$ cat config.mk
export PLATFORM = sky130hd
export DESIGN_NAME = hazard_top
export DESIGN_NICKNAME = d
export VERILOG_FILES = /design/src/design/hazard_pkg.sv /design/src/design/hazard_if.sv /design/src/design/instr_classifier.sv /design/src/design/stall_control.sv /design/src/design/stage_tracker.sv /design/src/design/forward_select.sv /design/src/design/hazard_top.sv
export SDC_FILE = /design/constraint.sdc
export NUM_CORES = 1
export LEC_CHECK = 0
export BUFFER_PORTS_ARGS = -buffer_cell sky130_fd_sc_hd__buf_2
export CAP_MARGIN = 20
export CORE_MARGIN = 2
export CORE_UTILIZATION = 25
export DETAILED_ROUTE_END_ITERATION = 7
export HOLD_SLACK_MARGIN = 0.02
export MAX_ROUTING_LAYER = met4
export PLACE_DENSITY = 0.54
export SLEW_MARGIN = 40
export SYNTH_ARGS = -nofsm -noshare
export SYNTH_HDL_FRONTEND = slang
export SYNTH_SLANG_ARGS = --single-unit
$ cat constraint.sdc
create_clock -name clk -period 3.74 [get_ports clk]
set_clock_uncertainty 0.15 [all_clocks]
set_input_delay 0 -clock clk [delete_from_list [all_inputs] [get_ports clk]]
set_output_delay 0 -clock clk [all_outputs]
set_load 0.005 [all_outputs]
$ cat src/design/hazard_pkg.sv
package hazard_pkg;

    // Datapath-independent widths
    localparam int INSTR_W = 32;
    localparam int REG_W   = 5;
    localparam int T_W     = 2;

    typedef logic [T_W-1:0] tnew_t;

    // Tuse of a never-read source exceeds any remaining Tnew
    localparam tnew_t TUSE_INF = tnew_t'(3);

    // Link register written by JAL
    localparam logic [REG_W-1:0] REG_RA = 5'd31;

    typedef enum logic [2:0] {
        CLASS_NOP,
        CLASS_CALC_R,
        CLASS_CALC_I,
        CLASS_MEM_READ,
        CLASS_MEM_WRITE,
        CLASS_BRANCH,
        CLASS_JUMP
    } instr_class_e;

    typedef enum logic [1:0] {
        FWD_RF,
        FWD_EX,
        FWD_MEM
    } fwd_src_e;

    // Primary opcode field, instr[31:26]
    typedef enum logic [5:0] {
        OP_SPECIAL  = 6'h00,
        OP_REGIMM   = 6'h01,
        OP_J        = 6'h02,
        OP_JAL      = 6'h03,
        OP_BEQ      = 6'h04,
        OP_BNE      = 6'h05,
        OP_ADDIU    = 6'h09,
        OP_ORI      = 6'h0d,
        OP_LUI      = 6'h0f,
        OP_SPECIAL2 = 6'h1c,
        OP_LW       = 6'h23,
        OP_SW       = 6'h2b
    } opcode_e;

    // Funct field under SPECIAL
    typedef enum logic [5:0] {
        FN_SLL  = 6'h00,
        FN_SRL  = 6'h02,
        FN_SRA  = 6'h03,
        FN_JR   = 6'h08,
        FN_JALR = 6'h09,
        FN_ADDU = 6'h21,
        FN_SUBU = 6'h23
    } funct_e;

    // Funct field under SPECIAL2
    typedef enum logic [5:0] {
        FN2_CLZ = 6'h20,
        FN2_CLO = 6'h21
    } funct2_e;

    // REGIMM selects the branch through the rt field
    localparam logic [REG_W-1:0] RT_BGEZ = 5'd1;

endpackage

$ cat src/design/hazard_if.sv
// Register needs and result timing of the instruction in ID
interface id_info_if
    import hazard_pkg::*;
();

    logic [REG_W-1:0] rs;
    logic [REG_W-1:0] rt;
    logic [REG_W-1:0] dest;
    tnew_t            tuse_rs;
    tnew_t            tuse_rt;
    tnew_t            tnew_id;

    modport src (output rs, output rt, output dest,
                 output tuse_rs, output tuse_rt, output tnew_id);
    modport dst (input rs, input rt, input dest,
                 input tuse_rs, input tuse_rt, input tnew_id);

endinterface

// Pending results held in EX and MEM
interface stage_if
    import hazard_pkg::*;
();

    logic [REG_W-1:0] ex_dest;
    tnew_t            ex_tnew;
    logic [REG_W-1:0] mem_dest;
    tnew_t            mem_tnew;

    modport src (output ex_dest, output ex_tnew, output mem_dest, output mem_tnew);
    modport dst (input ex_dest, input ex_tnew, input mem_dest, input mem_tnew);

endinterface

$ cat src/design/instr_classifier.sv
module instr_classifier
    import hazard_pkg::*;
(
    input  logic [INSTR_W-1:0] instr,
    id_info_if.src             info
);

    logic [5:0]       opcode;
    logic [5:0]       funct;
    logic [REG_W-1:0] rs_f;
    logic [REG_W-1:0] rt_f;
    logic [REG_W-1:0] rd_f;

    instr_class_e iclass;

    logic is_shift;
    logic is_lui;
    logic is_clx;
    logic is_beq_bne;
    logic is_jal;
    logic is_jalr;

    assign opcode = instr[31:26];
    assign rs_f   = instr[25:21];
    assign rt_f   = instr[20:16];
    assign rd_f   = instr[15:11];
    assign funct  = instr[5:0];

    // Class decode where anything unlisted falls to NOP
    always_comb begin
        iclass = CLASS_NOP;
        case (opcode)
            OP_SPECIAL: begin
                case (funct)
                    FN_ADDU, FN_SUBU, FN_SLL, FN_SRL, FN_SRA: iclass = CLASS_CALC_R;
                    FN_JR, FN_JALR:                           iclass = CLASS_JUMP;
                    default:                                  iclass = CLASS_NOP;
                endcase
            end
            OP_SPECIAL2: begin
                if (funct == FN2_CLZ || funct == FN2_CLO) begin
                    iclass = CLASS_CALC_R;
                end
            end
            OP_ORI, OP_ADDIU, OP_LUI: iclass = CLASS_CALC_I;
            OP_LW:                    iclass = CLASS_MEM_READ;
            OP_SW:                    iclass = CLASS_MEM_WRITE;
            OP_BEQ, OP_BNE:           iclass = CLASS_BRANCH;
            OP_REGIMM: begin
                if (rt_f == RT_BGEZ) begin
                    iclass = CLASS_BRANCH;
                end
            end
            OP_J, OP_JAL:             iclass = CLASS_JUMP;
            default:                  iclass = CLASS_NOP;
        endcase
    end

    // Per-instruction exceptions inside a class
    assign is_shift   = (opcode == OP_SPECIAL) &&
                        (funct == FN_SLL || funct == FN_SRL || funct == FN_SRA);
    assign is_lui     = (opcode == OP_LUI);
    assign is_clx     = (opcode == OP_SPECIAL2);
    assign is_beq_bne = (opcode == OP_BEQ) || (opcode == OP_BNE);
    assign is_jal     = (opcode == OP_JAL);
    assign is_jalr    = (opcode == OP_SPECIAL) && (funct == FN_JALR);

    always_comb begin
        info.rs      = rs_f;
        info.rt      = rt_f;
        info.dest    = '0;
        info.tuse_rs = TUSE_INF;
        info.tuse_rt = TUSE_INF;
        info.tnew_id = '0;
        case (iclass)
            CLASS_CALC_R: begin
                info.dest    = rd_f;
                info.tuse_rs = is_shift ? TUSE_INF : tnew_t'(1);
                info.tuse_rt = is_clx ? TUSE_INF : tnew_t'(1);
                info.tnew_id = tnew_t'(2);
            end
            CLASS_CALC_I: begin
                info.dest    = rt_f;
                info.tuse_rs = is_lui ? TUSE_INF : tnew_t'(1);
                info.tnew_id = is_lui ? tnew_t'(1) : tnew_t'(2);
            end
            CLASS_MEM_READ: begin
                info.dest    = rt_f;
                info.tuse_rs = tnew_t'(1);
                info.tnew_id = tnew_t'(3);
            end
            CLASS_MEM_WRITE: begin
                info.tuse_rs = tnew_t'(1);
                // Store data is needed only in MEM
                info.tuse_rt = tnew_t'(2);
            end
            CLASS_BRANCH: begin
                info.tuse_rs = '0;
                info.tuse_rt = is_beq_bne ? tnew_t'(0) : TUSE_INF;
            end
            CLASS_JUMP: begin
                if (is_jal) begin
                    info.dest = REG_RA;
                end else if (is_jalr) begin
                    info.dest = rd_f;
                end
                info.tnew_id = (is_jal || is_jalr) ? tnew_t'(1) : tnew_t'(0);
            end
            default: begin
                // NOP reads and writes nothing
                info.rs = '0;
                info.rt = '0;
            end
        endcase
    end

endmodule

$ cat src/design/stall_control.sv
module stall_control
    import hazard_pkg::*;
(
    id_info_if.dst info,
    stage_if.dst   stages,
    output logic   stall
);

    logic stall_rs_ex;
    logic stall_rs_mem;
    logic stall_rt_ex;
    logic stall_rt_mem;

    // One source against one pending result
    function automatic logic conflict(
        input logic [REG_W-1:0] src,
        input tnew_t            tuse,
        input logic [REG_W-1:0] dest,
        input tnew_t            tnew
    );
        return (src != '0) && (src == dest) && (tnew > tuse);
    endfunction

    assign stall_rs_ex  = conflict(info.rs, info.tuse_rs, stages.ex_dest, stages.ex_tnew);
    assign stall_rs_mem = conflict(info.rs, info.tuse_rs, stages.mem_dest, stages.mem_tnew);
    assign stall_rt_ex  = conflict(info.rt, info.tuse_rt, stages.ex_dest, stages.ex_tnew);
    assign stall_rt_mem = conflict(info.rt, info.tuse_rt, stages.mem_dest, stages.mem_tnew);

    // Freezes PC and ID, bubbles EX
    assign stall = stall_rs_ex | stall_rs_mem | stall_rt_ex | stall_rt_mem;

endmodule

$ cat src/design/stage_tracker.sv
module stage_tracker
    import hazard_pkg::*;
(
    input  logic   clk,
    input  logic   rst_n,
    input  logic   stall,
    id_info_if.dst info,
    stage_if.src   stages
);

    logic [REG_W-1:0] ex_dest_q;
    tnew_t            ex_tnew_q;
    logic [REG_W-1:0] mem_dest_q;
    tnew_t            mem_tnew_q;

    tnew_t ex_tnew_next;
    tnew_t mem_tnew_next;

    // One cycle closer to the result and never below zero
    function automatic tnew_t dec_sat(input tnew_t t);
        tnew_t r;
        r = (t == '0) ? '0 : t - tnew_t'(1);
        return r;
    endfunction

    assign ex_tnew_next  = dec_sat(info.tnew_id);
    assign mem_tnew_next = dec_sat(ex_tnew_q);

    // EX entry
    always_ff @(posedge clk or negedge rst_n) begin
        if (!rst_n) begin
            ex_dest_q <= '0;
            ex_tnew_q <= '0;
        end else if (stall) begin
            // Bubble while ID is held
            ex_dest_q <= '0;
            ex_tnew_q <= '0;
        end else begin
            ex_dest_q <= info.dest;
            ex_tnew_q <= ex_tnew_next;
        end
    end

    // MEM entry follows EX every cycle
    always_ff @(posedge clk or negedge rst_n) begin
        if (!rst_n) begin
            mem_dest_q <= '0;
            mem_tnew_q <= '0;
        end else begin
            mem_dest_q <= ex_dest_q;
            mem_tnew_q <= mem_tnew_next;
        end
    end

    assign stages.ex_dest  = ex_dest_q;
    assign stages.ex_tnew  = ex_tnew_q;
    assign stages.mem_dest = mem_dest_q;
    assign stages.mem_tnew = mem_tnew_q;

endmodule

$ cat src/design/forward_select.sv
module forward_select
    import hazard_pkg::*;
(
    id_info_if.dst   info,
    stage_if.dst     stages,
    output fwd_src_e fwd_rs,
    output fwd_src_e fwd_rt
);

    // Youngest ready result wins, so EX is checked before MEM
    function automatic fwd_src_e pick(
        input logic [REG_W-1:0] src,
        input logic [REG_W-1:0] ex_dest,
        input tnew_t            ex_tnew,
        input logic [REG_W-1:0] mem_dest,
        input tnew_t            mem_tnew
    );
        fwd_src_e sel;
        sel = FWD_RF;
        if (src != '0) begin
            if (ex_dest == src && ex_tnew == '0) begin
                sel = FWD_EX;
            end else if (mem_dest == src && mem_tnew == '0) begin
                sel = FWD_MEM;
            end
        end
        return sel;
    endfunction

    assign fwd_rs = pick(info.rs, stages.ex_dest, stages.ex_tnew,
                         stages.mem_dest, stages.mem_tnew);
    assign fwd_rt = pick(info.rt, stages.ex_dest, stages.ex_tnew,
                         stages.mem_dest, stages.mem_tnew);

endmodule

$ cat src/design/hazard_top.sv
module hazard_top
    import hazard_pkg::*;
(
    input  logic               clk,
    input  logic               rst_n,
    input  logic [INSTR_W-1:0] instr,
    output logic               stall,
    output fwd_src_e           fwd_rs,
    output fwd_src_e           fwd_rt
);

    id_info_if id_info ();
    stage_if   stages ();

    // Decode of the word sitting in ID
    instr_classifier u_instr_classifier (
        .instr (instr),
        .info  (id_info.src)
    );

    stall_control u_stall_control (
        .info   (id_info.dst),
        .stages (stages.dst),
        .stall  (stall)
    );

    // EX and MEM destination and Tnew registers
    stage_tracker u_stage_tracker (
        .clk    (clk),
        .rst_n  (rst_n),
        .stall  (stall),
        .info   (id_info.dst),
        .stages (stages.src)
    );

    forward_select u_forward_select (
        .info   (id_info.dst),
        .stages (stages.dst),
        .fwd_rs (fwd_rs),
        .fwd_rt (fwd_rt)
    );

endmodule

* Word level (Yosys, flattened, before mapping)
Index checks and enable logic that the tools add are counted.
W data, S select, Z words.
** Operators by class
- $lt $le $gt $ge :: 4
- Eq/ne operators :: 33
- Mux-type cells :: 28
- Reductions and logical operators :: 34
- Bitwise operators :: 3
- $add $sub $neg :: 2
** Operators by type and width (number)
- $eq A5 B5 Y1 :: 8
- $eq A6 B4 Y1 const B :: 5
- $eq A6 B6 Y1 const B :: 5
- $mux W2 :: 14
- $mux W5 :: 5
- $eq A6 B2 Y1 const B :: 4
- $pmux W3 S8 :: 1
- $pmux W2 S4 :: 2
- $pmux W5 S3 :: 1
- $logic_and A1 B1 Y1 :: 14
- $eq A6 B3 Y1 const B :: 2
- $logic_not A6 Y1 :: 2
- $reduce_bool A5 Y1 :: 2
- $reduce_or A2 Y1 :: 5
- $eq A3 B3 Y1 const B :: 3
- $gt A2 B2 Y1 :: 4
- $eq A3 B2 Y1 const B :: 2
- $eq A6 B1 Y1 const B :: 1
- $eq A6 B5 Y1 const B :: 1
- $logic_not A2 Y1 :: 3
- $pmux W2 S3 :: 1
- $pmux W3 S2 :: 1
- $reduce_or A6 Y1 :: 1
- $eq A5 B1 Y1 const B :: 1
- other kinds (8) :: 16
** Storage, ports and cells
- Input port bits :: 34
- Logic and storage cells :: 108
- Register bits :: 14
- Output and inout bits :: 5

* Longest topological paths before layout
- Depth in word-level cells :: 14
- Mapped depth :: 15
- Gate-level depth less buffers :: 13

* Modules after synthesis
From an unflattened synthesis, not the netlist that was laid out.
** Second synthesis, totals
- Cells, all modules :: 205
- Area total of the unflattened synthesis :: 1701.6 um2
** Modules (own cells, without submodules)
- instr_classifier :: area an instance 563.0 um2, cells an instance 87, instances 1, seq. area each 0.0 um2
- stall_control :: area an instance 436.7 um2, cells an instance 57, instances 1, seq. area each 0.0 um2
- stage_tracker :: area an instance 424.2 um2, cells an instance 23, instances 1, seq. area each 350.3 um2
- forward_select :: area an instance 277.8 um2, cells an instance 38, instances 1, seq. area each 0.0 um2

* Least setup slack after synthesis
OpenSTA, ideal clock, no wires.
- Path type :: in2reg
- From :: input port instr[18]
- To :: register u_stage_tracker.ex_dest_q[0], in the netlist u_stage_tracker.stages.ex_dest[0]
- Library setup time :: 0.147 ns
- Path buffers :: 1
- Arrival time :: 2.903 ns
- Required time :: 3.443 ns
- Stages on the path :: 13
- Path slack :: 0.540 ns
- Cells stage by stage :: buf_2 or4_4 nor4_4 nor2_2 and2_1 a2111oi_0 ha_1 nand2_1 nand2_1 nor4_1 a21oi_1 a21oi_1 a211oi_1
** On the way
- Word-level cells in the longest chain between the ends :: 13
- Elaborated cells on any way between the ends :: 39
** Ends and longest elaborated chain
- start, declared :: line hazard_top.sv:6 : input logic [INSTR_W-1:0] instr,
- $eq A5 B1 Y1 :: line instr_classifier.sv:50 : if (rt_f == RT_BGEZ) begin
- $mux W3 :: line instr_classifier.sv:50
- $pmux W3 S8 :: line instr_classifier.sv:32 : case (opcode)
- $eq A3 B3 Y1, or another cell as far along :: line instr_classifier.sv:75 : case (iclass)
- $reduce_or A6 Y1 (no line)
- $mux W5 :: line instr_classifier.sv:75
- $eq A5 B5 Y1 or $reduce_bool A5 Y1 (tied branches) :: line stall_control.sv:21 : return (src != '0) && (src == dest) && (tnew > tuse);
- $logic_and A1 B1 Y1 (2 in a row) :: line stall_control.sv:21
- $or A1 B1 Y1 (3 in a row) :: line stall_control.sv:30 : assign stall = stall_rs_ex | stall_rs_mem | stall_rt_ex | stall_rt_mem;
- $mux W5 * :: line stage_tracker.sv:34 : end else if (stall) begin
- end signal, assigned :: line stage_tracker.sv:39 : ex_dest_q <= info.dest;
- end, declared :: line stage_tracker.sv:11 : logic [REG_W-1:0] ex_dest_q;
Mark *: on every way between the ends. The rest lies on a longest branch, timed or not.

* Final worst setup path
- From :: input port instr[17]
- To :: output port stall
** On the way
- Word-level cells in the longest chain between the ends :: 12
- Elaborated cells on any way between the ends :: 36
** Ends and longest elaborated chain
- $eq A5 B1 Y1 :: line instr_classifier.sv:50
- $mux W3 :: line instr_classifier.sv:50
- $pmux W3 S8 :: line instr_classifier.sv:32
- $eq A3 B3 Y1, or another cell as far along :: line instr_classifier.sv:75
- $reduce_or A6 Y1 (no line)
- $mux W5 :: line instr_classifier.sv:75
- $eq A5 B5 Y1 or $reduce_bool A5 Y1 (tied branches) :: line stall_control.sv:21
- $logic_and A1 B1 Y1 (2 in a row) :: line stall_control.sv:21
- $or A1 B1 Y1 (2 in a row) :: line stall_control.sv:30
- $or A1 B1 Y1 * :: line stall_control.sv:30
- end, declared :: line hazard_top.sv:7 : output logic stall,
Marks and branches as above.

==> metrics.sh <==
STATUS='finished, final reports clean'
CRITPATHCAPTURETYPE='primary output'
MAX_SLEW_VIOLATION_COUNT=0
GP_ROUTABILITY_CONGESTION=0.852
SYNTH.NET_COUNT=236
AREA_GROWTH_PCT=22.4
CLK_TRANSITION_REPORTED_PATHS_NS=0.07
CTS_INSERTED_BUFFERS=3
ANTENNA_FOUND_INITIAL=0
CRITICAL_PATH.SLOWEST_CELL='sky130_fd_sc_hd__or4_4'
FINAL_PERIOD_MINUS_WORST_SETUP_SLACK_NS=3.41
SYNTH_ENABLE_FLOP_CELLS=0
TIGHTESTPINTRANSITION_NS=0.723
CTS-HTREE-LEVELS=1
FINAL_HOLD_VIOLATION_COUNT=0
FINAL-SETUP-VIOL-COUNT=0
SYNTH.CELL_AREA_UM2=1590
DIE_WIDTH_UM=83.7
INITIALDRTVIOLATIONCOUNT=99
GRT_FIRST_PASS_WIRELENGTH_MM=7.78
FINALWIRELENGTH_MM=4.66
TNS_NS=0
CTSLONGESTPATHBUFFERS=2
MAXSLEWHEADROOM=0.518
SHARE_OF_POST_ROUTE_CELLS_WITH_DRIVE_STRENGTH_ABOVE_1=0.222
NUM_ROWS=29
FP.DIEAREA_UM2=7010
LARGEST_NET_DEGREE_AT_THE_START_OF_GLOBAL_ROUTING=15
SYNTH_CELLS=194
P_PER_AREA_nW_PER_UM2=229
NUMCLOCKSINKS=14
YOSYSSEQAREASHARE=0.220
CP.ARRIVAL_NS=3.26
CRITICAL_PATH_PEAK_FANOUT=8
SYNTH_SEQ_CELLS=14
FMAX_MHz=293
ANTENNA_CELLS_INSERTED=0
LEAKAGE_nW=0.814
INITIAL_STANDARD_CELL_UTILIZATION_OF_THE_CORE=0.255
YOSYSWARNINGS=0
CLOCK_INSERTION_DELAY_WORST_SKEW_NS=0.25
RSZ_0062_RAISED_AFTER_GLOBAL_ROUTING='no'
DRV.MAX_CAP_VIOLATION_COUNT=0
DRT_FIRST_PASS_ITERS=4
MOST_FREQUENT_STANDARD_CELL_IN_THE_LAYOUT_EXCLUDING_FILL_AND_TAP_CELLS='sky130_fd_sc_hd__buf_2'
DP_HPWL_MM=3.65
AVERAGE_VIAS_PER_PLACED_INSTANCE=5.26
CRIT_FAMILY='simple AND/OR/NAND/NOR gates'
CHIPHEIGHT_UM=83.7
IO-PIN-COUNT=39
CP_CELL_SEQUENCE='buf_2, or4_4, nor4_4, nor2_2, and2_1, a2111oi_0, buf_4, ha_1, nand2_1, nand2_1, nor4_1, a21oi_1, a21oi_1, buf_4, a21o_1, buf_2'
DESIGN.CORE.AREA_UM2=6240
CTS_SETUP_BUFFERS=0
CRITICAL_PATH_REQUIRED_NS=3.59
FINAL_ANTENNA_NET_COUNT=0
HOLD_CLASS='input port to async pin'
CP.BUFFERS_INVERTERS=4
IRDROPWORSTVDD_uV=95.9
FINAL_WORST_PATH_PERIOD_SHARE=0.912
GLOBALROUTEOVERFLOWTOTAL=0
ASR_FLOP_RATIO_SYNTH=1.00
CTS-ROOT-BUF='sky130_fd_sc_hd__clkbuf_8'
PATH_CLASS='input port to primary output'
PLACEMENT.IO_BUFFERS=33
UTILIZATION=0.312
LEADING_CELL_TYPES_IN_THE_LAYOUT_FILL_AND_TAPS_EXCLUDED='33 x sky130_fd_sc_hd__buf_2, 19 x sky130_fd_sc_hd__nand2_1, 16 x sky130_fd_sc_hd__xnor2_1'
SLOWEST_DELAY_NS=0.59
VIAS=1614
POSTSYNTHAREAPERCELL_UM2=8.19
SYNTH_FF_TYPE='sky130_fd_sc_hd__dfrtp_1'
GRT_USAGE=0.140
SYNTH_CELL_TYPE_COUNT=53
NUM-NETS-FINAL=273
NUMBER_OF_GLOBAL_ROUTE_VIAS_BEFORE_REPAIR=1566
DRCVIOLATIONCOUNT=0
CTS_TREE='built'
LAUNCHING_ELEMENT_TYPE_OF_THE_CRITICAL_PATH='input port'
DETAIL_ROUTE.WL_PER_CELL_UM=15.2
[logic make-up after synthesis]
family / share of synthesized area
AO/OA/AOI/OAI: 0.259
multiplexers: 0.00630
XOR/XNOR: 0.0937
adder cells (fa/ha/maj): 0.0630
flip-flops: 0.220
AND/OR/NAND/NOR: 0.299
buffers and inverters: 0.0583
[Yosys cell counts (2+ instances only)]
library cell | instances | area (µm²)
sky130_fd_sc_hd__nor4_1 | 5 | 31.3
sky130_fd_sc_hd__o21ai_0 | 2 | 10.0
sky130_fd_sc_hd__nor3_1 | 4 | 20.0
sky130_fd_sc_hd__ha_1 | 8 | 100
sky130_fd_sc_hd__or2_2 | 4 | 25.0
sky130_fd_sc_hd__a221oi_1 | 5 | 43.8
sky130_fd_sc_hd__o21bai_1 | 2 | 15.0
sky130_fd_sc_hd__and2_1 | 4 | 25.0
sky130_fd_sc_hd__nor2_1 | 10 | 37.5
sky130_fd_sc_hd__nand2b_1 | 3 | 18.8
sky130_fd_sc_hd__dfrtp_1 | 14 | 350
sky130_fd_sc_hd__nand3_1 | 2 | 10.0
sky130_fd_sc_hd__nor2b_1 | 4 | 25.0
sky130_fd_sc_hd__or3_1 | 6 | 37.5
sky130_fd_sc_hd__nand2_1 | 19 | 71.3
sky130_fd_sc_hd__buf_6 | 2 | 22.5
sky130_fd_sc_hd__xnor2_1 | 16 | 140
sky130_fd_sc_hd__nor4b_1 | 3 | 26.3
sky130_fd_sc_hd__or4_1 | 2 | 15.0
sky130_fd_sc_hd__a211oi_1 | 9 | 67.6
sky130_fd_sc_hd__nand4b_1 | 2 | 17.5
sky130_fd_sc_hd__buf_2 | 2 | 10.0
sky130_fd_sc_hd__a21oi_1 | 8 | 40.0
sky130_fd_sc_hd__clkbuf_1 | 7 | 26.3
sky130_fd_sc_hd__o32a_1 | 2 | 20.0
sky130_fd_sc_hd__a31oi_1 | 10 | 62.6
sky130_fd_sc_hd__a21o_1 | 2 | 15.0
sky130_fd_sc_hd__o211ai_1 | 2 | 15.0
sky130_fd_sc_hd__inv_1 | 9 | 33.8
sky130_fd_sc_hd__nor4bb_1 | 3 | 30.0
[layout make-up]
class	instances	area (µm²)
Timing Repair Buffer	43	258
Clock buffer	4	55.1
Fill cell	669	4300
Tap cell	77	96.3
Sequential cell	14	350
Inverter	9	33.8
Multi-Input combinational cell	160	1150
[path summary, 6_finish.rpt]
path | start | to | slack, ns | depth (start not counted)
worst max-delay path | instr[17] | stall | 0.33 | 16
worst min-delay path | rst_n | u_stage_tracker.stages.mem_tnew[1] | 0.03 | 2
max in group asynchronous | rst_n | u_stage_tracker.stages.ex_dest[4] | 3.16 | 2
worst max register to register | u_stage_tracker.stages.mem_tnew[1] | u_stage_tracker.stages.ex_dest[4] | 1.78 | 8
worst min register to register | u_stage_tracker.stages.ex_dest[4] | u_stage_tracker.stages.mem_dest[4] | 0.34 | 0
min in group clk | instr[30] | u_stage_tracker.stages.ex_tnew[1] | 0.06 | 4
[state kept, by name, indices dropped and copies added (netlist names)]
register and count:
u_stage_tracker.stages.mem_tnew 2, u_stage_tracker.stages.mem_dest 5, u_stage_tracker.stages.ex_dest 5, u_stage_tracker.stages.ex_tnew 2
[power by group]
group          internal (mW)  switching [mW]
sequential             0.156         0.00667
clock                 0.0934          0.0603
combinational         0.0568          0.0726
[through the flow]
stage / setup slack, ns / hold WS, ns / total power [mW] / cell area (µm²) / cells
floorplan: 0.540 / -0.446 / 0.247 / 1590 / 194
global route: 0.0255 / 0.0632 / 0.473 / 1950 / 307
finish: 0.331 / 0.0288 / 0.446 / 1950 / 307
detailed placement: 0.330 / -0.233 / 0.288 / 1810 / 296
global placement: 0.363 / -0.235 / 0.288 / 1810 / 296
CTS: 0.316 / 0.0443 / 0.449 / 1940 / 307
[worst reg2reg max path, stage by stage, from the launching register on]
cell and delay, ns:
sky130_fd_sc_hd__dfrtp_1 0.43, sky130_fd_sc_hd__ha_1 0.31, sky130_fd_sc_hd__nor2b_1 0.11, sky130_fd_sc_hd__o21ai_0 0.10, sky130_fd_sc_hd__nor4_1 0.26, sky130_fd_sc_hd__a21oi_1 0.07, sky130_fd_sc_hd__a21oi_1 0.15, sky130_fd_sc_hd__buf_4 0.18
sky130_fd_sc_hd__a211oi_1 0.05
[timing repair]
item | 4_1_cts | 5_1_grt
hold buffers | 7 | 0
gates resized for setup | 0 | 0
endpoints found under the hold margin | 20 | 0
[metal layers]
metal	vias to the layer above	part of all wire	global-route usage
met5	-	0	-
met4	0	0.011	0.0352
met3	5	0.037	0.0188
met2	35	0.49	0.232
met1	758	0.46	0.182
li1	816	-	-
Note: power is estimated with default switching activity, not from simulation.
